<file path="src/verilog/rxdp_fifo_pkg.sv">
`default_nettype none

// Status types of the receive datapath FIFO
package rxdp_fifo_pkg;

   // **************************************************
   // Per-domain level flags
   // **************************************************
   typedef struct packed {
      logic empty;    // Fill level at or below empty threshold
      logic pempty;   // Partially empty
      logic full;     // Fill level at or above full threshold
      logic pfull;    // Partially full
   } fifo_flags_t;

   // Word alignment states
   typedef enum logic {
      WA_HUNT   = 1'b0,   // Searching for marker pattern
      WA_LOCKED = 1'b1    // Sticky until reset
   } wa_state_e;

endpackage

`default_nettype wire

</file>
<file path="src/verilog/rxdp_cfg_pkg.sv">
`default_nettype none

// Configuration types for the receive datapath FIFO
package rxdp_cfg_pkg;

   // Threshold field width, equal to the default AWIDTH
   // AWIDTH must stay at 4 for as long as fifo_thresh_t is used
   localparam int THRESH_W = 4;

   // **************************************************
   // Rate mode
   // **************************************************
   typedef enum logic [1:0] {
      FIFO_1X = 2'b00,   // Full rate
      FIFO_2X = 2'b01,   // Half rate with two words per entry
      FIFO_4X = 2'b10,   // Quarter rate with four words per entry
      REG_MOD = 2'b11    // Register mode, handled as full rate
   } fifo_mode_e;

   // Programmable thresholds, 16 bits in all
   typedef struct packed {
      logic [THRESH_W-1:0] empty;    // Empty at or below
      logic [THRESH_W-1:0] pempty;   // Partially empty at or below
      logic [THRESH_W-1:0] full;     // Full at or above
      logic [THRESH_W-1:0] pfull;    // Partially full at or above
   } fifo_thresh_t;

endpackage

`default_nettype wire
</file>
<file path="src/verilog/rxdp_word_align.sv">
`timescale 1ns/1ns
`default_nettype none

// Marker hunt and sticky lock on the write clock
module rxdp_word_align
   import rxdp_cfg_pkg::*;
   import rxdp_fifo_pkg::*;
(
   input  wire             wr_clk,
   input  wire             wr_rst_n,
   input  wire             marker,      // Marker bit of the incoming word
   input  wire             wa_en,       // Alignment enable
   input  wire fifo_mode_e fifo_mode,
   output logic            wa_lock
);

   wa_state_e   state;
   logic [11:0] wm_history;   // Newest marker in bit 0
   logic        pattern_hit;

   // Pattern that matches the rate mode
   always_comb begin
      case (fifo_mode)
         FIFO_4X: pattern_hit = (wm_history == 12'h111);      // One in every fourth word
         FIFO_2X: pattern_hit = (wm_history[5:0] == 6'h15);   // One in every second word
         default: pattern_hit = 1'b1;                         // Full rate locks at once
      endcase
   end

   always_ff @(posedge wr_clk) begin
      if (!wr_rst_n) begin
         state      <= WA_HUNT;
         wm_history <= '0;
      end else if (wa_en) begin
         wm_history <= {wm_history[10:0], marker};   // Shift only while enabled
         case (state)
            WA_HUNT: begin
               if (pattern_hit) begin
                  state <= WA_LOCKED;
               end
            end
            default: state <= WA_LOCKED;   // Never leaves lock
         endcase
      end
   end

   assign wa_lock = (state == WA_LOCKED);

endmodule

`default_nettype wire

</file>
<file path="config.mk">
export PLATFORM = sky130hd
export DESIGN_NAME = rxdp_word_align
export DESIGN_NICKNAME = d
export VERILOG_FILES = /design/src/verilog/rxdp_fifo_pkg.sv /design/src/verilog/rxdp_cfg_pkg.sv /design/src/verilog/rxdp_word_align.sv
export SDC_FILE = /design/constraint.sdc
export NUM_CORES = 1
export LEC_CHECK = 0
export BUFFER_PORTS_ARGS = -buffer_cell sky130_fd_sc_hd__buf_2
export CAP_MARGIN = 20
export CORE_AREA = 2 2 39 41
export CTS_BUF_LIST = sky130_fd_sc_hd__clkbuf_2 sky130_fd_sc_hd__clkbuf_4 sky130_fd_sc_hd__clkbuf_8
export DETAILED_ROUTE_END_ITERATION = 8
export DIE_AREA = 0 0 41 43
export RECOVER_POWER = 25
export SLEW_MARGIN = 20
export SYNTH_ARGS = -nofsm -noshare
export SYNTH_HDL_FRONTEND = slang
export SYNTH_SLANG_ARGS = --single-unit
export TNS_END_PERCENT = 20
</file>
<file path="constraint.sdc">
create_clock -name wr_clk -period 1.2 [get_ports wr_clk]
set_clock_uncertainty 0.1 [all_clocks]
set_input_delay 0.18 -clock wr_clk [delete_from_list [all_inputs] [get_ports wr_clk]]
set_output_delay 0.18 -clock wr_clk [all_outputs]
set_load 0.02 [all_outputs]
</file>
==> flow_summary_export.csv <==
group,metric,value,unit
pwr,pwr-share-seq,0.563,
pwr,swShare,0.236,
clock_network,worstSkewPairLatency,0.28,ns
timing,hold_slack,0.0574,ns
clock_network,cts_buffers,3,
timing,max_freq,810,MHz
synth,synth_cells,54,
synth,ys_ff_latch,13,
clock_network,ctsHoldBuffers,0,
route,wire_per_inst,11.9,um
clock_network,clk_pin_slew,0.09,ns
timing,final_max_slew_viol_count,0,
outcome,status,"finished with violations",
synth,synth_warnings,0,
global_routing,grt_start_max_net_pins,14,
synth,synth_top_cell_by_area,"dfxtp_1",
placement,io_buffers,6,
global_routing,grt_pass1_wl,1.65,mm
timing,rsz0062_at_grt,"yes",
timing,worst_pin_slew,0.206,ns
synth,seq_area_frac_synth,0.452,
synth,yosysUniqueCellTypes,18,
worst_setup_path,worstSetupStartpointType,"flop",
clock_network,clockRootBuffer,"clkbuf_4",
layout,nFillCells,142,
worst_setup_path,criticalPathCategory,"reg2reg",
route,via_per_inst,4.80,
synth,syn_nets,62,
route,wl_met2,489,um
route,top_layer_used,"met4",
pwr,peakVddDrop,800,uV
timing,setup_viol,1,
layout,multiInputGateArea,298,um^2
synth,yosysTopAreaCellShare,0.452,
layout,areaGrowthSynthToFinish,21.3,%
pwr,p_clk_frac,0.345,
route,firstDrtPassIters,3,
synth,avgSynthCellArea,10.7,um^2
placement,place.gp.congestion,0.682,
timing,finalHoldViolCount,0,
floorplan,die_x,41,um
global_routing,track_usage,0.147,
layout,n_antenna_cell,0,
global_routing,grt_overflow,0,
floorplan,fp.dieH,43,um
floorplan,dieArea,1760,um^2
worst_hold_path,hp-class,"in2reg",
placement,dpl.hpwl,726,um
floorplan,io_pins,7,
route,met1_length,473,um
pwr,combPwrFrac,0.092,
pwr,intPower,600,uW
layout,final_layout_size_suffix_gt1_frac,0.338,
layout,final_cells,84,
pwr,leakage,0.000317,uW
route,drtAntennaViolNets,0,
worst_setup_path,worst_setup_path_end_kind,"flop",
global_routing,first_global_vias,424,
pwr,power_switching,185,uW
route,drc,0,
timing,setup_tns,-0.0342,ns
clock_network,cts_sinks,13,
timing,fin_crit_sh,1.03,
synth,synth_area,576,um^2
synth,synth_area_leaders,"dfxtp_1, mux2i_1, nor2b_1",
clock_network,h-tree-depth,1,
route,met3_length,29,um
worst_setup_path,cp_max_fo,2,
timing,setup_ws,-0.0342,ns
route,vias,403,
route,drt_iter0_drc,4,
job,max-cap-violations,0,
layout,area.sequential,263,um^2
clock_network,post-cts-setup-buffer-count,0,
worst_setup_path,cp.required,1.29,ns
layout,nNetsFinal,77,
pwr,powerDensity,1130,nW/um^2
timing,maxSlewHeadroom,0.861,
floorplan,rows,14,
floorplan,initial_core_util,0.416,
placement,dp.cells,80,
global_routing,antenna_found_initial,0,
worst_setup_path,worstPathArrival,1.33,ns
clock_network,clockBufferDepth,2,
route,drt_wl_total,1.00,mm
placement,dp_slack,-0.130,ns
clock_network,cts_tree,"yes",
timing,finalCriticalPeriod,1.23,ns
floorplan,core_area,1380,um^2
outcome,violations,"setup timing",
sequential cells by signal (all words and copies together) (netlist names):
name / cells
wm_history: 12
wa_lock: 1
per-layer routing:
| layer | global-route usage | up-vias |
|---|---|---|
| li1 | - | 208 |
| met1 | 0.149 | 189 |
| met2 | 0.228 | 4 |
| met3 | 0.0785 | 2 |
| met4 | 0.0800 | 0 |
| met5 | 0 | - |
placed cells by master (no fill, tap or decap):
master,count
nand2_2,1
buf_4,7
nor2b_1,12
mux2i_1,11
ha_1,2
nand2_1,2
dfxtp_1,11
or4_4,1
a21boi_0,1
buf_2,6
nor2_1,1
o41ai_2,1
a21o_1,1
nand2b_1,1
nor4b_2,1
clkinv_2,1
a31oi_1,1
dfxtp_2,2
clkbuf_4,3
inv_1,2
path summary, 6_finish.rpt:
kind                    to  cells past startpoint          start  slack, ns
max                wa_lock                      3  wm_history[4]      -0.03
min          wm_history[0]                      3         marker       0.06
max reg2reg        wa_lock                      3  wm_history[4]      -0.03
min reg2reg  wm_history[5]                      2  wm_history[4]       0.39
critical path, cell delays in order (launching register included):
cell     delay [ns]
dfxtp_2        0.34
nand2_2        0.05
or4_4          0.47
o41ai_2        0.19
layout make-up:
cell class	count	share of cell area
Multi-Input combinational cell	36	0.427
Sequential cell	13	0.376
Timing Repair Buffer	13	0.118
Clock buffer	3	0.0323
Tap cell	16	0.0287
Inverter	2	0.0108
Clock inverter	1	0.00717
power by group through the flow:
stage / Sequential, uW / Combinational (uW) / Clock [uW]
finish: 442 / 72.6 / 271
global route: 443 / 78.5 / 309
floorplan: 455 / 46.0 / 0
CTS: 442 / 73.0 / 285
detailed placement: 452 / 72.5 / 0
global placement: 452 / 71.8 / 0
stage by stage:
stage	util	instance area [um^2]	total power, uW
6_report	0.505	698	785
5_1_grt	0.505	698	830
4_1_cts	0.499	691	800
3_5_place_dp	0.479	663	525
3_3_place_gp	0.479	663	524
2_1_floorplan	-	577	501
logic make-up (layout without fill, tap and decap cells):
group | after synthesis | count (layout) | synth area share
multiplexers | 11 | 11 | 0.191
AND/OR/NAND/NOR | 19 | 19 | 0.207
buffers and inverters | 5 | 19 | 0.0413
flip-flops | 13 | 13 | 0.452
adder cells (fa/ha/maj) | 2 | 2 | 0.0435
AO/OA/AOI/OAI | 4 | 4 | 0.0652
cells in the mapped netlist:
library cell,n
buf_4,1
a31oi_1,1
nand2_1,2
dfxtp_1,13
nor2_1,1
mux2i_1,11
clkbuf_1,1
o41ai_2,1
a21boi_0,1
nor4b_1,1
nor2b_1,12
nand2b_1,1
nand2_2,1
ha_1,2
buf_2,1
or4_4,1
inv_1,2
a21o_1,1
repair_timing:
action,in CTS,in global routing
endpoints found under the setup margin,1,1
gates resized for setup,0,2
pin swaps,0,2
(Power assumes the default switching activity.)
