## src/verilog/rxdp_fifo_pkg.sv

```systemverilog
`default_nettype none

// Status types of the receive datapath FIFO
package rxdp_fifo_pkg;

   // **************************************************
   // Per-domain level flags
   // **************************************************
   typedef struct packed {
      logic empty;    // Fill level at or below empty threshold
      logic pempty;   // Partially empty
      logic full;     // Fill level at or above full threshold
      logic pfull;    // Partially full
   } fifo_flags_t;

   // Word alignment states
   typedef enum logic {
      WA_HUNT   = 1'b0,   // Searching for marker pattern
      WA_LOCKED = 1'b1    // Sticky until reset
   } wa_state_e;

endpackage

`default_nettype wire

```

## src/verilog/rxdp_cfg_pkg.sv

```systemverilog
`default_nettype none

// Configuration types for the receive datapath FIFO
package rxdp_cfg_pkg;

   // Threshold field width, equal to the default AWIDTH
   // AWIDTH must stay at 4 for as long as fifo_thresh_t is used
   localparam int THRESH_W = 4;

   // **************************************************
   // Rate mode
   // **************************************************
   typedef enum logic [1:0] {
      FIFO_1X = 2'b00,   // Full rate
      FIFO_2X = 2'b01,   // Half rate with two words per entry
      FIFO_4X = 2'b10,   // Quarter rate with four words per entry
      REG_MOD = 2'b11    // Register mode, handled as full rate
   } fifo_mode_e;

   // Programmable thresholds, 16 bits in all
   typedef struct packed {
      logic [THRESH_W-1:0] empty;    // Empty at or below
      logic [THRESH_W-1:0] pempty;   // Partially empty at or below
      logic [THRESH_W-1:0] full;     // Full at or above
      logic [THRESH_W-1:0] pfull;    // Partially full at or above
   } fifo_thresh_t;

endpackage

`default_nettype wire
```

## src/verilog/rxdp_fifo_flags.sv

```systemverilog
`timescale 1ns/1ns
`default_nettype none

// Registered threshold flags for one clock domain
module rxdp_fifo_flags
   import rxdp_cfg_pkg::*;
   import rxdp_fifo_pkg::*;
(
   input  wire                 clk,
   input  wire                 rst_n,
   input  wire [THRESH_W-1:0]  numdata,   // Fill level in this domain
   input  wire fifo_thresh_t   thresh,
   output fifo_flags_t         flags
);

   // **************************************************
   // Threshold compare, one cycle behind the level
   // **************************************************
   always_ff @(posedge clk) begin
      if (!rst_n) begin
         flags.empty  <= 1'b1;   // Empty after reset
         flags.pempty <= 1'b1;
         flags.full   <= 1'b0;
         flags.pfull  <= 1'b0;
      end else begin
         // Lower bounds
         flags.empty  <= (numdata <= thresh.empty);
         flags.pempty <= (numdata <= thresh.pempty);
         // Upper bounds
         flags.full   <= (numdata >= thresh.full);
         flags.pfull  <= (numdata >= thresh.pfull);
      end
   end

endmodule

`default_nettype wire

```

## config.mk

```make
export PLATFORM = sky130hd
export DESIGN_NAME = rxdp_fifo_flags
export DESIGN_NICKNAME = d
export VERILOG_FILES = /design/src/verilog/rxdp_fifo_pkg.sv /design/src/verilog/rxdp_cfg_pkg.sv /design/src/verilog/rxdp_fifo_flags.sv
export SDC_FILE = /design/constraint.sdc
export NUM_CORES = 1
export LEC_CHECK = 0
export BUFFER_PORTS_ARGS = -buffer_cell sky130_fd_sc_hd__buf_2
export CAP_MARGIN = 20
export CORE_AREA = 2 2 39 41
export CTS_CLUSTER_DIAMETER = 40
export DETAILED_ROUTE_END_ITERATION = 12
export DIE_AREA = 0 0 41 43
export PLACE_DENSITY_LB_ADDON = 0.2
export SYNTH_ARGS = -nofsm -noshare
export SYNTH_HDL_FRONTEND = slang
export SYNTH_SLANG_ARGS = --single-unit
```

## constraint.sdc

```tcl
create_clock -name clk -period 1.04 [get_ports clk]
set_input_delay 0.208 -clock clk [delete_from_list [all_inputs] [get_ports clk]]
set_output_delay 0.208 -clock clk [all_outputs]
set_load 0.01 [all_outputs]
```

==> run metrics, run 1 <==
met3 WL=65 um; worst path required time=830 ps; Top Ports=26; DR pass1 iterations=1; critical path, cell by cell=buf_2; Fin. Hold Viols=0; CTS tree=done; synth cell count leaders=ha_1, inv_1; max reg flops=4; FP Rows=14; CORE AREA=1380 um2; Regs by FF count=flags (4); Synth cell types=12; Top reg by flops=flags; Initial DRC Count=0; Mapped Avg Cell Area=8.54 um2; maximum vdd drop=457 uV; Routability Congestion=0.702; drt drc=0; Met2 Routed Length=452 um; hold buffer count at cts=0; Die ar.=1760 um2; main flop type after synthesis=dfxtp_1; final WL=943 um; P&R area growth vs syn=36.0%; post-layout min period=870 ps; crit path from=flags[3]; clock root cell=clkbuf_4; yosys warns=0; Buf+Inv Stages, Crit Path=1; layout cells sized above 1=0.384; most common cell in the netlist=ha_1; WL per Instance=9.25 um; IO buf count=25; Setup Buffers After CTS=0; maxcap violations=0; CP delay by family, top=flip-flops; Vias=469; antenna cell count=0; crit path DAT=660 ps; Num CTS Buffers=3; Clock Path Buffers=2; vias in the first global route=390; dpl hpwl=863 um; GR Overflow Total=0; Synth Net Count=95; Setup CP Type=flop to output port; final setup fails=0; GRT Total Usage=0.124; first-pass GRT wire length=1430 um; CP max stage cell=dfxtp_1; DRT met1 WL=417 um; placed cell count=99; PostCTS Resize Cnt=0; Die Wd=41 um; Critical Path End Type=output port; initial antenna violation count=0; Crit Path Max Fanout=1; Final Util=0.478; number of synthesized flops with an enable pin=0; Synth area leader=ha_1; Area contributors post-synth=ha_1, dfxtp_1, inv_1; Levels on crit path=1; DR vias/cell=4.60; power per cell area=878 nW/um2; initial core utilization=0.352; Seq cells post-synth=4; Non-Filler Instances=102; Mapped Area=487 um2; DRT antenna net count=0; hold path depth=3; fin area=662 um2; Worst-path clk slew=40 ps; Final Cycle Share=0.837; nets=126; H-tree lvl count=1; slowest stage delay, CP=300 ps; Pins Over Slew Limit=0; largest net degree at the start of global routing=5; slew margin rel.=0.908; crit path launch type=flop; RSZ-0062 raised after global routing=false; Leakage Power=0.412 nW; Least-Margin Pin Slew=137 ps; CP endpoint=flags[3]; status=finished, final reports clean; Syn Inst Count=57; FFs w/ async S/R, synth=0; # fillers=147; FMAX=1150 MHz; max layer used=met4; Sink Count=4; Die Height=43 um; Synth top area share=0.411; min-delay worst type=input pin to flop; DP Area=639 um2; sequential-to-total area share from yosys stat=0.165
area by class of cell:
type / instances / area [um2] / share of cell area
Inverter: 13 / 48.8 / 0.0737
Timing Repair Buffer: 26 / 133 / 0.200
Clock buffer: 3 / 22.5 / 0.0340
Tap cell: 16 / 20.0 / 0.0302
Sequential cell: 4 / 80.1 / 0.121
Multi-Input combinational cell: 40 / 358 / 0.541
how the worst min path moves through the flow:
stage / startpoint / endpoint / slack (ps)
floorplan: rst_n / flags[2] / 340
global placement: rst_n / flags[2] / 490
detailed placement: rst_n / flags[2] / 490
CTS: rst_n / flags[2] / 250
global route: rst_n / flags[0] / 260
finish: rst_n / flags[2] / 250
cell usage in the layout, fill, tap and decap left out, drive strengths merged:
master / n
a21o: 4
nand2: 2
nand4: 2
clkbuf: 3
o21ai: 4
inv: 13
nor2: 4
nor2b: 2
buf: 26
dfxtp: 4
o211ai: 2
ha: 16
a21oi: 4
power breakdown:
| group | total [mW] | internal (mW) | switching [mW] |
|---|---|---|---|
| clock | 0.194 | 0.129 | 0.0644 |
| combinational | 0.215 | 0.114 | 0.101 |
| sequential | 0.172 | 0.169 | 0.00351 |
per-stage QoR:
step / worst slack [ps] / setup TNS [ps] / power [mW] / hold slack [ps]
6_report: 170 / 0 / 0.581 / 253
5_1_grt: 117 / 0 / 0.637 / 261
4_1_cts: 164 / 0 / 0.592 / 251
3_5_place_dp: -75.3 / -244 / 0.396 / 493
3_3_place_gp: -54.2 / -190 / 0.393 / 493
2_1_floorplan: 83.9 / 0 / 0.307 / 341
per-layer routing:
metal  GRT usage  up-vias
met5           0        -
met3      0.0157        2
met4       0.100        0
met1       0.138      195
li1            -      255
met2       0.197       17
cells by family after synthesis:
family / share of synthesized area
fa+ha+maj: 0.411
simple gates: 0.129
flops: 0.165
compound gates: 0.195
buf+inv: 0.100
No activity file was read; power rests on OpenSTA's default activity.
==> inputs of run 2 (changes only) <==
clock period = 0.8 ns   (was 1.04 ns; I/O delays follow)
==> run metrics, run 2 (synthesis results as in run 1) <==
final setup fails=1; min-delay worst type=input pin to flop; failing checks=setup timing; FP Rows=14; RSZ-0062 raised after global routing=true; Hold EP=flags[2]; GR Overflow Total=0; FMAX=1240 MHz; H-tree lvl count=1; Final Util=0.607; max reg flops=4; Routability Congestion=0.665; Regs by FF count=flags (4); P&R area growth vs syn=72.5%; DRT antenna net count=0; Worst-path clk slew=40 ps; slowest stage delay, CP=300 ps; sequential power share=0.263; CP max stage cell=dfxtp_1; Buf+Inv Stages, Crit Path=1; crit path DAT=640 ps; Leakage Power=0.418 nW; drt drc=0; Crit Path Max Fanout=1; GRT Total Usage=0.138; status=finished, violations left; WL per Instance=10.4 um; antenna cell count=0; largest net degree at the start of global routing=5; Place WS=-324 ps; crit path launch type=flop; slew margin rel.=0.896; CORE AREA=1380 um2; hold buffer count at cts=0; dpl hpwl=837 um; clock root cell=clkbuf_4; Final Cycle Share=1.01; combinational share of power=0.452; clock network power share=0.286; initial core utilization=0.352; IO buf count=25; Critical Path End Type=output port; CP delay by family, top=flip-flops; commonest non-fill, non-tap cell in the layout=buf_2; Vias=464; vias in the first global route=442; maximum vdd drop=1100 uV; first-pass GRT wire length=1660 um; Die ar.=1760 um2; Top Ports=26; Die Wd=41 um; cell-internal power=592 uW; final WL=1050 um; Die Height=43 um; Least-Margin Pin Slew=155 ps; hold path depth=3; Fin. Hold Viols=0; Initial DRC Count=1; Pins Over Slew Limit=0; DR pass1 iterations=2; nets=125; Num CTS Buffers=3; power per cell area=1010 nW/um2; Top reg by flops=flags; Hold Path Origin=rst_n; CTS tree=done; initial antenna violation count=0; post-layout min period=804 ps; P_sw=254 uW; worst hold slack=229 ps; Clock Path Buffers=2; commonest cells after routing, fill and taps aside=buf_2, inv_1, ha_4, ha_1; critical path, cell by cell=buf_2; layout cells sized above 1=0.541; Final WS setup=-4.12 ps; Sink Count=4; DR vias/cell=4.59; worst path required time=640 ps; maxcap violations=0; switching share of total power=0.300; Setup CP Type=flop to output port
-- run 2: area by class of cell --
type | count | area [um2]
fillers | 127 | 544
well taps | 16 | 20.0
multi-input cells | 40 | 487
clock buffers | 3 | 22.5
repair buffers | 25 | 151
flip-flops and latches | 4 | 80.1
inverters | 13 | 78.8
-- run 2: layer usage --
layer  routed length [um]  global-route usage
met1                  462               0.167
met2                  527               0.228
met3                   63              0.0628
met4                    0                   0
met5                    0                   0
-- run 2: worst max path at each step --
stage,startpoint,depth (start not counted),slack (ps),to
2_1_floorplan,thresh[13],5,-90,flags[3]
3_3_place_gp,thresh[13],6,-320,flags[3]
3_5_place_dp,thresh[13],6,-320,flags[3]
4_1_cts,flags[2],1,-20,flags[2]
5_1_grt,flags[2],1,-40,flags[2]
6_report,flags[2],1,-4,flags[2]
-- run 2: through the flow --
stage	total power [mW]	TNS, ps	instance area, um2	cells
after floorplan	0.424	-189	569	57
after global placement	0.542	-1060	714	98
after detailed placement	0.551	-1100	714	98
after CTS	0.828	-55.9	781	101
after global routing	0.935	-180	840	101
final	0.846	-4.12	840	101
-- run 2: power by group through the flow --
stage | clock [mW] | sequential, mW | combinational [mW]
final | 0.242 | 0.222 | 0.382
after global routing | 0.280 | 0.224 | 0.432
after CTS | 0.255 | 0.223 | 0.350
after detailed placement | 0 | 0.225 | 0.326
after global placement | 0 | 0.225 | 0.316
after floorplan | 0 | 0.237 | 0.187
-- run 2: timing repair --
| action | CTS | global route |
|---|---|---|
| buffers inserted | 0 | 0 |
| resized for setup | 8 | 9 |
| pin swaps | 1 | 4 |
| setup endpoints to repair | 7 | 6 |
