--- src/verilog/rxdp_cfg_pkg.sv ---
`default_nettype none

// Configuration types for the receive datapath FIFO
package rxdp_cfg_pkg;

   // Threshold field width, equal to the default AWIDTH
   // AWIDTH must stay at 4 for as long as fifo_thresh_t is used
   localparam int THRESH_W = 4;

   // **************************************************
   // Rate mode
   // **************************************************
   typedef enum logic [1:0] {
      FIFO_1X = 2'b00,   // Full rate
      FIFO_2X = 2'b01,   // Half rate with two words per entry
      FIFO_4X = 2'b10,   // Quarter rate with four words per entry
      REG_MOD = 2'b11    // Register mode, handled as full rate
   } fifo_mode_e;

   // Programmable thresholds, 16 bits in all
   typedef struct packed {
      logic [THRESH_W-1:0] empty;    // Empty at or below
      logic [THRESH_W-1:0] pempty;   // Partially empty at or below
      logic [THRESH_W-1:0] full;     // Full at or above
      logic [THRESH_W-1:0] pfull;    // Partially full at or above
   } fifo_thresh_t;

endpackage

`default_nettype wire
--- src/verilog/rxdp_rate_packer.sv ---
`timescale 1ns/1ns
`default_nettype none

// Gathers one, two or four words into one four-lane entry
module rxdp_rate_packer
   import rxdp_cfg_pkg::*;
#(
   parameter int DWIDTH = 80
) (
   input  wire                  wr_clk,
   input  wire                  wr_rst_n,
   input  wire                  wr_en,        // One strobe per word
   input  wire     [DWIDTH-1:0] wr_data,
   input  wire fifo_mode_e      fifo_mode,
   output logic                 entry_we,     // Entry complete this cycle
   output logic [4*DWIDTH-1:0]  entry_data
);

   fifo_mode_e        mode_q;     // Mode of the previous cycle
   logic [1:0]        lane_cnt;
   logic [1:0]        cur_cnt;    // Lane of the current word
   logic              mode_chg;
   logic              last_lane;
   logic [DWIDTH-1:0] lane0_q;    // Earlier words of the group
   logic [DWIDTH-1:0] lane1_q;
   logic [DWIDTH-1:0] lane2_q;

   assign mode_chg = (fifo_mode != mode_q);
   assign cur_cnt  = mode_chg ? 2'd0 : lane_cnt;   // Restart on mode change

   always_comb begin
      case (fifo_mode)
         FIFO_2X: last_lane = cur_cnt[0];
         FIFO_4X: last_lane = (cur_cnt == 2'd3);
         default: last_lane = 1'b1;   // Full rate and register mode
      endcase
   end

   assign entry_we = wr_en & last_lane;

   always_ff @(posedge wr_clk) begin
      if (!wr_rst_n) begin
         mode_q   <= FIFO_1X;
         lane_cnt <= 2'd0;
      end else begin
         mode_q   <= fifo_mode;
         lane_cnt <= cur_cnt;
         if (wr_en) begin
            lane_cnt <= last_lane ? 2'd0 : cur_cnt + 2'd1;
         end
      end
   end

   // Hold words until the group is complete
   always_ff @(posedge wr_clk) begin
      if (wr_en && !last_lane) begin
         case (cur_cnt)
            2'd0:    lane0_q <= wr_data;
            2'd1:    lane1_q <= wr_data;
            default: lane2_q <= wr_data;
         endcase
      end
   end

   // Current word fills the last lane and the earliest word sits in lane 0
   always_comb begin
      case (fifo_mode)
         FIFO_2X: entry_data = {{(2*DWIDTH){1'b0}}, wr_data, lane0_q};
         FIFO_4X: entry_data = {wr_data, lane2_q, lane1_q, lane0_q};
         default: entry_data = {{(3*DWIDTH){1'b0}}, wr_data};
      endcase
   end

endmodule

`default_nettype wire

--- config.mk ---
export PLATFORM = sky130hd
export DESIGN_NAME = rxdp_rate_packer
export DESIGN_NICKNAME = d
export VERILOG_FILES = /design/src/verilog/rxdp_cfg_pkg.sv /design/src/verilog/rxdp_rate_packer.sv
export SDC_FILE = /design/constraint.sdc
export NUM_CORES = 1
export LEC_CHECK = 0
export ABC_AREA = 1
export ABC_CLOCK_PERIOD_IN_PS = 8400
export BUFFER_PORTS_ARGS = -buffer_cell sky130_fd_sc_hd__buf_2
export CAP_MARGIN = 20
export CORE_ASPECT_RATIO = 1.5
export CORE_MARGIN = 2
export CORE_UTILIZATION = 35
export DETAILED_ROUTE_END_ITERATION = 10
export PLACE_DENSITY = 0.62
export RECOVER_POWER = 50
export SKIP_LAST_GASP = 1
export SYNTH_ARGS = -nofsm -noshare
export SYNTH_HDL_FRONTEND = slang
export SYNTH_SLANG_ARGS = --single-unit
--- constraint.sdc ---
create_clock -name wr_clk -period 8.4 [get_ports wr_clk]
set_input_delay 0.42 -clock wr_clk [delete_from_list [all_inputs] [get_ports wr_clk]]
set_output_delay 0.42 -clock wr_clk [all_outputs]
set_load 0.02 [all_outputs]
==> results of run 1 <==
[worst paths after layout]
check | from | endpoint | cells after the start
min | fifo_mode[1] | mode_q[1] | 3
max | fifo_mode[0] | entry_data[54] | 8
min reg2reg | lane_cnt[1] | lane_cnt[1] | 4
max reg2reg | mode_q[1] | lane1_q[20] | 10
[per-layer routing]
| layer | share of wire (%) | vias up | wire length, um |
|---|---|---|---|
| met5 | 0.021 | - | 7 |
| li1 | - | 4406 | - |
| met4 | 2.4 | 2 | 802 |
| met3 | 6.5 | 44 | 2130 |
| met2 | 51 | 363 | 16900 |
| met1 | 40 | 4288 | 13000 |
[stage by stage]
| step | power, W | util [%] | setup WS (ns) |
|---|---|---|---|
| after floorplan | 0.00168 | - | 3.21 |
| after global placement | 0.00186 | 42.5 | 4.24 |
| after detailed placement | 0.00186 | 42.5 | 4.12 |
| after CTS | 0.00289 | 44.8 | 4.20 |
| final | 0.00285 | 44.1 | 2.71 |
| after global routing | 0.00296 | 44.1 | 2.13 |
[cells by family (layout without fill, tap and decap cells)]
group           Yosys count  count (layout)  synth area share [%]
simple gates            576             576                  20.8
buf+inv                 245             632                  9.28
flops                   244             244                  65.4
compound gates           85              85                  3.82
fa+ha+maj                 5               5                 0.562
xor+xnor                  1               1                0.0786
[state kept, by name, summed over array words and instances (netlist names)]
| signal | cells |
|---|---|
| lane0_q | 80 |
| lane1_q | 80 |
| lane2_q | 80 |
| lane_cnt | 2 |
| mode_q | 2 |
[synth_stat cells]
master    instances
inv_1           173
dfxtp_1           4
or2_1             1
nand3_1          72
buf_1             1
edfxtp_1        240
xnor2_1           1
buf_6             9
clkbuf_1         24
nand3_2          10
o21ai_0           1
nand2_1         487
buf_2            37
ha_1              5
inv_2             1
nand4_1           2
a21oi_1          84
nor2_1            4
[final cells by class]
cell class	instances	share of cell area, %
multi-input combinational	667	20.5
inverter	174	4.69
clock buffer	30	4.62
tap	410	3.68
timing repair buffer	416	13.7
sequential	244	52.3
clock inverter	12	0.592
[where the power goes]
group          switching, W  internal (W)
sequential       0.00000762       0.00137
combinational      0.000333      0.000115
clock              0.000448      0.000572
total              0.000789       0.00206
[worst max-delay path, stage by stage]
cell and delay (ns):
clkbuf_1 0.22, inv_1 0.08, ha_1 1.98, clkinv_2 1.39
buf_4 0.64, nand3_1 0.17, nand2_1 0.07, buf_2 0.16
==> impl_results.md, run 1 <==
* Synth top area cells: edfxtp_1 65%, nand2_1 16%, inv_1 5.8%
* Average wire per standard cell at between 15 and 20 um
* Layout area overhead at 25.2%
* Max Fclk at about 180 MHz
* Sequential cell area at between 7000 and 8000 um^2
* Die height at 222 um
* Total negative slack at 0 ns
* Core Area at 31600 um^2
* WS Path Type: primary input to output port
* Area of the multi-input gates at 2860 um^2
* Fin crit period at around 5.7 ns
* Final Setup Violations at 0
* Mean post-synth cell area at 9.64 um^2
* Failing checks: max-capacitance violations, max-slew violations
* Synth cell types at 18
* Final Hold Violating Endpoints at 0
* Sequential fraction of the synthesis area at 65.4%
* Initial antenna violation count at 1
* Tot GR Track Use at around a fifth
* Diode count at 0
* Slew headroom at -94.2%
* Final Instance Area at roughly 14000 um^2
* Worst Setup End Kind: output port
* Crit path launch type: primary input
* Cells after Synth at roughly 1200
* Sink Count at ~240
* Post-CTS Hold Buffers at 0
* Clock latency on the worst-skew pair at 0.53 ns
* Commonest non-fill, non-tap cell in the layout: nand2_1
* PortBufs at 405
* Clk root buf: clkbuf_16
* Yosys top cell area share at between 60% and 70%
* Fillcell total at ~3200
* CTS buffer count at 24
* Yosys warnings at 0
* Clock Tree Buf Depth at 3
* Die width at approximately 150 um
* Crit Path Max Fanout at 73
* DRC viols at 0
* Non-filler instance count after layout at 1953
* Most frequent cells in the layout: 487 x nand2_1, 250 x buf_2, 240 x edfxtp_1
* Placer Congestion at around 0.80
* Share of cells above drive strength 1 at 19.9%
* First-pass GRT wire length at slightly below 50 mm
* RSZ-0062 raised after global routing: no
* TritonRoute pass-1 iters at 5
* DRT antenna net count at 0
* Hold WS at roughly 0.13 ns
* Lkg Pwr at 6.84 nW
* Period utilization at about two thirds
* Largest net degree at the start of global routing at 91
* Nets@finish at between 1500 and 2000
* Vias in the first global route at 8203
* Cell Area, Placed at about 13000 um^2
* R2r setup slk at between 4 and 5 ns
* Clk pin slew, worst setup/hold paths at about 0.07 ns
* Site Rows at 80
* Max Slew Vio Count at approximately 240
* Syn_nets at around 1200
* Status: complete, but fails checks
* VDD IR max at ~120 uV
* Post-synthesis cell area at ~11000 um^2
* Critical Path RT at 7.98 ns
* Ports at ~410
* Slew at the pin closest to its max-slew limit at between 2 and 3 ns
* Die ar. at between 30000 and 40000 um^2
* Initial Util at roughly a third
* DRT iter0 DRCs at 614
* Final WL at ~33 mm
* HPWL Detailed at roughly 21 mm
* Placed Cells incl. Taps at around 1900
* Worst min path class: primary input to register
* GR Util met2 at about 33%
* CTS H-tree lvls at 1
* Skew final at 0.0115 ns
* Pwr Density at approximately 200 nW/um^2
* Routed vias at between 9000 and 10000
* Max Cap Viol at 4
* Avg Vias per Cell at around 4.7
* Total grt overflow at 0
* GR Layer Usage met3 at 2.87%
* TritonCTS clock tree: yes
* Postcts setup bufs at 0
* Arrival time at the worst endpoint at between 5 and 6 ns
* Post_cts resized at 0
* Met1 Usage GRT at a little under a quarter
* Seq cells post-synth at ~240
* Leading area contributor after synthesis: edfxtp_1
* Gr busiest metal: met2
Note: power is estimated with default switching activity, not from simulation.
==> run 2, diff against run 1 <==
--- a/config.mk
+++ b/config.mk
@@ -5,8 +5,8 @@
 export SDC_FILE = /design/constraint.sdc
 export NUM_CORES = 1
 export LEC_CHECK = 0
-export ABC_AREA = 1
-export ABC_CLOCK_PERIOD_IN_PS = 8400
+export ABC_AREA = 0
+export ABC_CLOCK_PERIOD_IN_PS = 5300
 export BUFFER_PORTS_ARGS = -buffer_cell sky130_fd_sc_hd__buf_2
 export CAP_MARGIN = 20
 export CORE_ASPECT_RATIO = 1.5
==> constraint.sdc (replaced) <==
create_clock -name wr_clk -period 5.3 [get_ports wr_clk]
set_input_delay 0.265 -clock wr_clk [delete_from_list [all_inputs] [get_ports wr_clk]]
set_output_delay 0.265 -clock wr_clk [all_outputs]
set_load 0.02 [all_outputs]
==> run 2 against run 1 <==
Compared with the run above:
- the flow still finishes with violations (max-capacitance violations, max-slew violations)
- critical path type is now register to register
- area after synthesis down 5.3%
- non-clock buffer count up 32
- critical path depth did not move
- wire length is 6.8% lower
- highest routed layer is now met4
- flip-flop and latch count unchanged
- clock skew fell by 0.0015 ns
- largest cell class unchanged
- final cell count fell by 20%
- die area fell by 5.2%
==> impl_results.md, run 2 <==
* Clock Tree Buf Depth at 3 (unchanged)
* Clk pin slew, worst setup/hold paths at 0.06 ns (was 0.07 ns)
* Share of flip-flops with an asynchronous set or reset at 0% (unchanged)
* Die height at 217 um (was 222 um)
* Synth cell types at 29 (was 18)
* Tot GR Track Use at 18.1% (was 18.8%)
* Cells after Synth at 740 (was 1156)
* Cell Area, Placed at 12800 um^2 (was 13400 um^2)
* DRT iter0 DRCs at 412 (was 614)
* Arrival time at the worst endpoint at 3.91 ns (was 5.27 ns)
* Post_cts resized at 0 (unchanged)
* Total negative slack at 0 ns (unchanged)
* Post-synth EDFFs at 240 (unchanged)
* Placer Congestion at 0.803 (was 0.796)
* R2r setup slk at 1.47 ns (was 4.55 ns)
* Psw at 0.00120 W (was 0.000789 W)
* WS Path Type: register to register (was primary input to output port)
* DRT antenna net count at 0 (unchanged)
* Max Fclk at 261 MHz
* CTS buffer count at 24 (unchanged)
* Most frequent cell after synthesis: edfxtp_1 (was nand2_1)
* Logic pwr share at 15.5% (was 15.8%)
* Worst Setup End Kind: register (was output port)
* Sink Count at 244 (unchanged)
* Commonest non-fill, non-tap cell in the layout: buf_2 (was nand2_1)
* Status: complete, but fails checks (unchanged)
* Worst min path class: primary input to register (unchanged)
* Diode count at 0 (unchanged)
* DRC viols at 0 (unchanged)
* Ports at 406 (unchanged)
* Pre-CTS setup slack at 2.11 ns (was 4.12 ns)
* Fin crit period at 3.83 ns
* Post-synthesis cell area at 10600 um^2 (was 11100 um^2)
* Hold_sp: wr_en (was fifo_mode[1])
* Sequential fraction of the synthesis area at 69.1% (was 65.4%)
* Int Power at 0.00333 W (was 0.00206 W)
* RSZ-0062 raised after global routing: no (unchanged)
* Seq cells post-synth at 244 (unchanged)
* TritonRoute pass-1 iters at 4 (was 5)
* First-pass GRT wire length at 45.2 mm (was 48.4 mm)
* Initial Util at 35.7% (was 35.2%)
* Vias in the first global route at 7591 (was 8203)
* Most common flop cell mapped by yosys: edfxtp_1 (unchanged)
* Final WL at 30.6 mm (was 32.8 mm)
* Fillcell total at 2787 (was 3168)
* Total power at 0.00454 W (was 0.00285 W)
* Yosys top cell area share at 68.3% (was 64.7%)
* Pwr Density at 331 nW/um^2 (was 204 nW/um^2)
* Final Worst Setup Slack at 1.47 ns (was 2.71 ns)
* Die width at 146 um (was 150 um)
* Hold WS at 0.0397 ns (was 0.131 ns)
* Period utilization at 72.3%
* Max Cap Viol at 4 (unchanged)
* Total grt overflow at 0 (unchanged)
* Crit Path Max Fanout at 80 (was 73)
* Clock latency on the worst-skew pair at 0.51 ns (was 0.53 ns)
* Top flop regs: lane0_q x80, lane1_q x80, lane2_q x80 (unchanged)
* Crit path launch type: register (was primary input)
* Max Slew Vio Count at 284 (was 235)
* Die ar. at 31600 um^2 (was 33300 um^2)
* Layout area overhead at 29.9% (was 25.2%)
* Clk root buf: clkbuf_16 (unchanged)
* Nets@finish at 1242 (was 1617)
* Yosys warnings at 0 (unchanged)
* HPWL Detailed at 19.1 mm (was 21.2 mm)
* Failing checks: max-capacitance violations, max-slew violations (unchanged)
* Avg Vias per Cell at 4.98 (was 4.66)
* Initial antenna violation count at 0 (was 1)
* TritonCTS clock tree: yes (unchanged)
* Lkg Pwr at 5.47 nW (was 6.84 nW)
* Worst r2r src: mode_q[1] (unchanged)
* Final Setup Violations at 0 (unchanged)
* Synth top area cells: edfxtp_1 68%, and2_1 9.5%, a22o_1 6.6% (was edfxtp_1 65%, nand2_1 16%, inv_1 5.8%)
* CTS H-tree lvls at 1 (unchanged)
* Largest net degree at the start of global routing at 87 (was 91)
* Final Instance Area at 13700 um^2 (was 13900 um^2)
* Slew headroom at -57.4% (was -94.2%)
* Slew at the pin closest to its max-slew limit at 2.36 ns (was 2.91 ns)
* Most frequent cells in the layout: 278 x buf_2, 240 x edfxtp_1, 151 x and2_1 (was 487 x nand2_1, 250 x buf_2, 240 x edfxtp_1)
* Final Hold Violating Endpoints at 0 (unchanged)
* Share of cells above drive strength 1 at 28.0% (was 19.9%)
* Average wire per standard cell at 19.6 um (was 16.8 um)
* Routed vias at 7798 (was 9103)
* Commonest cells in the netlist: 240 x edfxtp_1, 161 x and2_1, 82 x nor2_1, 80 x a22o_1, 80 x a22oi_1 (was 487 x nand2_1, 240 x edfxtp_1, 173 x inv_1, 84 x a21oi_1, 72 x nand3_1)
* Critical Path Start: mode_q[1] (was fifo_mode[0])
* PortBufs at 405 (unchanged)
* Leading area contributor after synthesis: edfxtp_1 (unchanged)
* Core Area at 29600 um^2 (was 31600 um^2)
* Clock Power Share at 36.3% (was 35.8%)
* Skew final at 0.0100 ns (was 0.0115 ns)
* Mean post-synth cell area at 14.3 um^2 (was 9.64 um^2)
* Postcts setup bufs at 0 (unchanged)
* Site Rows at 77 (was 80)
* Syn_nets at 830 (was 1246)
* Post-CTS Hold Buffers at 35 (was 0)
* Reg power frac at 48.2% (was 48.4%)
* VDD IR max at 213 uV (was 123 uV)
* Critical Path RT at 5.38 ns (was 7.98 ns)
* Min-Delay Path Depth at 2 (was 3)
* Reg2reg path depth at 8 (was 10)
* Sw Share at 26.5% (was 27.7%)
[run 2: final timing paths]
path	to
min reg2reg	lane_cnt[1]
min	lane_cnt[1]
max reg2reg	lane1_q[61]
max	lane1_q[61]
[run 2: kinds of logic after synthesis]
group           Yosys count  synth area share [%]
compound gates          163                  12.6
buf+inv                  67                  3.83
fa+ha+maj                 5                 0.593
simple gates            256                  13.5
mux                       1                0.0949
flops                   244                  69.1
xor+xnor                  4                 0.332
[run 2: metal layers]
layer  track usage (%)  wire, um  vias to the layer above
met5                 0         0                        -
met4              6.47       948                        0
met3              3.35      1960                       53
met2              31.9     15600                      318
met1              22.0     12100                     3843
li1                  -         -                     3584
[run 2: layout make-up]
| type | count | area [um^2] | area share [%] |
|---|---|---|---|
| Inverter | 5 | 18.8 | 0.137 |
| Sequential cell | 244 | 7290 | 53.1 |
| Multi-Input combinational cell | 429 | 2880 | 21.0 |
| Tap cell | 395 | 494 | 3.60 |
| Clock buffer | 30 | 664 | 4.85 |
| Timing Repair Buffer | 448 | 2270 | 16.5 |
| Clock inverter | 14 | 96.3 | 0.703 |
[run 2: power groups by stage]
stage | Clock, W | Sequential (W) | Combinational [W]
floorplan | 0 | 0.00223 | 0.000438
CTS | 0.00170 | 0.00218 | 0.000727
global route | 0.00177 | 0.00219 | 0.000752
detailed placement | 0 | 0.00222 | 0.000705
global placement | 0 | 0.00222 | 0.000699
finish | 0.00165 | 0.00219 | 0.000703
[run 2: critical path, cell delays in order, from the launching register on]
cell	delay (ns)
dfxtp_1	0.33
xnor2_1	0.15
nand3_1	0.21
inv_1	0.07
ha_1	0.17
a21oi_1	0.31
nand2_1	0.15
nor3b_1	0.20
clkbuf_2	1.62
[run 2: through the flow]
stage	util (%)	std cells
5_1_grt	46.4	1565
3_3_place_gp	43.4	1486
2_1_floorplan	-	740
4_1_cts	47.1	1565
6_report	46.4	1565
3_5_place_dp	43.4	1486
==> run 3, diff against run 2 <==
--- a/config.mk
+++ b/config.mk
@@ -6,7 +6,7 @@
 export NUM_CORES = 1
 export LEC_CHECK = 0
 export ABC_AREA = 0
-export ABC_CLOCK_PERIOD_IN_PS = 5300
+export ABC_CLOCK_PERIOD_IN_PS = 3700
 export BUFFER_PORTS_ARGS = -buffer_cell sky130_fd_sc_hd__buf_2
 export CAP_MARGIN = 20
 export CORE_ASPECT_RATIO = 1.5
==> constraint.sdc (replaced) <==
create_clock -name wr_clk -period 3.7 [get_ports wr_clk]
set_input_delay 0.185 -clock wr_clk [delete_from_list [all_inputs] [get_ports wr_clk]]
set_output_delay 0.185 -clock wr_clk [all_outputs]
set_load 0.02 [all_outputs]
==> run 3 against run 2 <==
Compared with the run above:
- the run still ends with max-capacitance violations, max-slew violations left
- clock power increased by 39%
- wire length is 0.75% higher
- largest power group unchanged
- core utilization up 1.7 points
==> impl_results.md, run 3 (synthesized netlist as in run 2, its figures left out) <==
* Fillcell total at 2710 (was 2787)
* Status: complete, but fails checks (unchanged)
* DRC viols at 0 (unchanged)
* Top flop regs: lane0_q x80, lane1_q x80, lane2_q x80 (unchanged)
* Placer Congestion at 0.824 (was 0.803)
* Layout area overhead at 34.6% (was 29.9%)
* Ports at 406 (unchanged)
* Max Slew Vio Count at 42 (was 284)
* Clock latency on the worst-skew pair at 0.52 ns (was 0.51 ns)
* Most frequent cells in the layout: 240 x edfxtp_1, 218 x buf_2, 191 x clkbuf_1 (was 278 x buf_2, 240 x edfxtp_1, 151 x and2_1)
* Initial Util at 35.7% (unchanged)
* Die width at 146 um (unchanged)
* Final Hold Violating Endpoints at 0 (unchanged)
* Skew final at 0.00850 ns (was 0.0100 ns)
* Sink Count at 244 (unchanged)
* Min-Delay Path Depth at 3 (was 2)
* Critical Path RT at 3.51 ns (was 5.38 ns)
* Final Worst Setup Slack at 0.909 ns (was 1.47 ns)
* Fin crit period at between 2 and 3 ns
* PortBufs at 405 (unchanged)
* Cell Area, Placed at 12900 um^2 (was 12800 um^2)
* Logic pwr share at 16.2% (was 15.5%)
* Crit Path Max Fanout at 68 (was 80)
* Final Setup Violations at 0 (unchanged)
* Pwr Density at 456 nW/um^2 (was 331 nW/um^2)
* Clock Power Share at 35.5% (was 36.3%)
* Arrival time at the worst endpoint at 2.61 ns (was 3.91 ns)
* Post_cts resized at 0 (unchanged)
* Commonest non-fill, non-tap cell in the layout: edfxtp_1 (was buf_2)
* Worst min path class: primary input to register (unchanged)
* Postcts setup bufs at 0 (unchanged)
* Period utilization at ~75%
* Core Area at 29600 um^2 (unchanged)
* Reg power frac at 48.3% (was 48.2%)
* TritonRoute pass-1 iters at 5 (was 4)
* Nets@finish at 1294 (was 1242)
* HPWL Detailed at 19.9 mm (was 19.1 mm)
* Hold_sp: fifo_mode[1] (was wr_en)
* VDD IR max at 349 uV (was 213 uV)
* Final Instance Area at 14200 um^2 (was 13700 um^2)
* Critical Path Start: fifo_mode[0] (was mode_q[1])
* Vias in the first global route at 8027 (was 7591)
* Total grt overflow at 0 (unchanged)
* Clock Tree Buf Depth at 3 (unchanged)
* Post-CTS Hold Buffers at 82 (was 35)
* Average wire per standard cell at 19.1 um (was 19.6 um)
* Int Power at 0.00476 W (was 0.00333 W)
* Worst r2r src: mode_q[1] (unchanged)
* Avg Vias per Cell at 4.95 (was 4.98)
* Final WL at 30.8 mm (was 30.6 mm)
* Initial antenna violation count at 0 (unchanged)
* RSZ-0062 raised after global routing: no (unchanged)
* Slew at the pin closest to its max-slew limit at 1.50 ns (was 2.36 ns)
* CTS H-tree lvls at 1 (unchanged)
* TritonCTS clock tree: yes (unchanged)
* Slew headroom at -0.306% (was -57.4%)
* Crit path launch type: primary input (was register)
* Sw Share at 26.6% (was 26.5%)
* Psw at 0.00172 W (was 0.00120 W)
* First-pass GRT wire length at 46.6 mm (was 45.2 mm)
* Tot GR Track Use at 18.6% (was 18.1%)
* Max Fclk at ~360 MHz
* Share of cells above drive strength 1 at 22.4% (was 28.0%)
* Failing checks: max-capacitance violations, max-slew violations (unchanged)
* DRT antenna net count at 0 (unchanged)
* Diode count at 0 (unchanged)
* Largest net degree at the start of global routing at 113 (was 87)
* Routed vias at 8000 (was 7798)
* Worst Setup End Kind: output port (was register)
* Die ar. at 31600 um^2 (unchanged)
* WS Path Type: primary input to output port (was register to register)
* Lkg Pwr at 5.46 nW (was 5.47 nW)
* Pre-CTS setup slack at 1.23 ns (was 2.11 ns)
* Max Cap Viol at 1 (was 4)
* Site Rows at 77 (unchanged)
* CTS buffer count at 24 (unchanged)
* Total negative slack at 0 ns (unchanged)
* Clk pin slew, worst setup/hold paths at 0.06 ns (about the same)
* Reg2reg path depth at 8 (unchanged)
* Die height at 217 um (unchanged)
* DRT iter0 DRCs at 468 (was 412)
* Clk root buf: clkbuf_16 (unchanged)
-- run 3: cell types whose count changed in the layout (fill, tap and decap cells not counted), sizes merged --
cell,change
clkinvlp,-2
buf,-54
clkinv,+2
clkbuf,+57
inv,+1
dlygate4sd3,+47
-- run 3: worst paths after layout --
path,end,slack [ns]
worst min-delay path,mode_q[1],0.03
worst min register to register,lane_cnt[0],0.67
worst max register to register,lane0_q[23],1.05
worst max-delay path,entry_data[4],0.91
-- run 3: critical path: stages --
cell	delay [ns]
buf_2	0.15
inv_1	0.10
ha_4	0.44
clkbuf_2	1.08
a22o_1	0.33
clkbuf_1	0.25
-- run 3: final cells by class --
cell class / count / area (um^2) / share of cell area, %
repair buffers: 500 / 2740 / 19.3
well taps: 395 / 494 / 3.48
clock buffers: 28 / 637 / 4.48
multi-input cells: 429 / 2920 / 20.6
flip-flops and latches: 244 / 7290 / 51.3
inverters: 5 / 18.8 / 0.132
clock inverters: 15 / 98.8 / 0.696
-- run 3: stage by stage --
stage	utilization, %	total power, W	hold WS (ns)	instances
after floorplan	-	0.00382	0.284	740
after global placement	43.6	0.00420	0.432	1491
after detailed placement	43.6	0.00420	0.438	1491
after CTS	48.9	0.00658	0.00677	1616
after global routing	48.0	0.00671	0.0325	1616
final	48.0	0.00648	0.0275	1616
-- run 3: power by group through the flow --
| stage | clock (W) | combinational, W | sequential, W |
|---|---|---|---|
| 2_1_floorplan | 0 | 0.000633 | 0.00318 |
| 3_3_place_gp | 0 | 0.00101 | 0.00319 |
| 3_5_place_dp | 0 | 0.00102 | 0.00319 |
| 4_1_cts | 0.00237 | 0.00108 | 0.00313 |
| 5_1_grt | 0.00246 | 0.00112 | 0.00313 |
| 6_report | 0.00230 | 0.00105 | 0.00313 |
-- run 3: layer usage --
layer | wire (um) | GRT usage [%] | vias to the layer above
li1 | - | - | 3696
met1 | 11600 | 21.3 | 3919
met2 | 16300 | 33.7 | 317
met3 | 1700 | 3.18 | 68
met4 | 1280 | 8.53 | 0
met5 | 0 | 0 | -
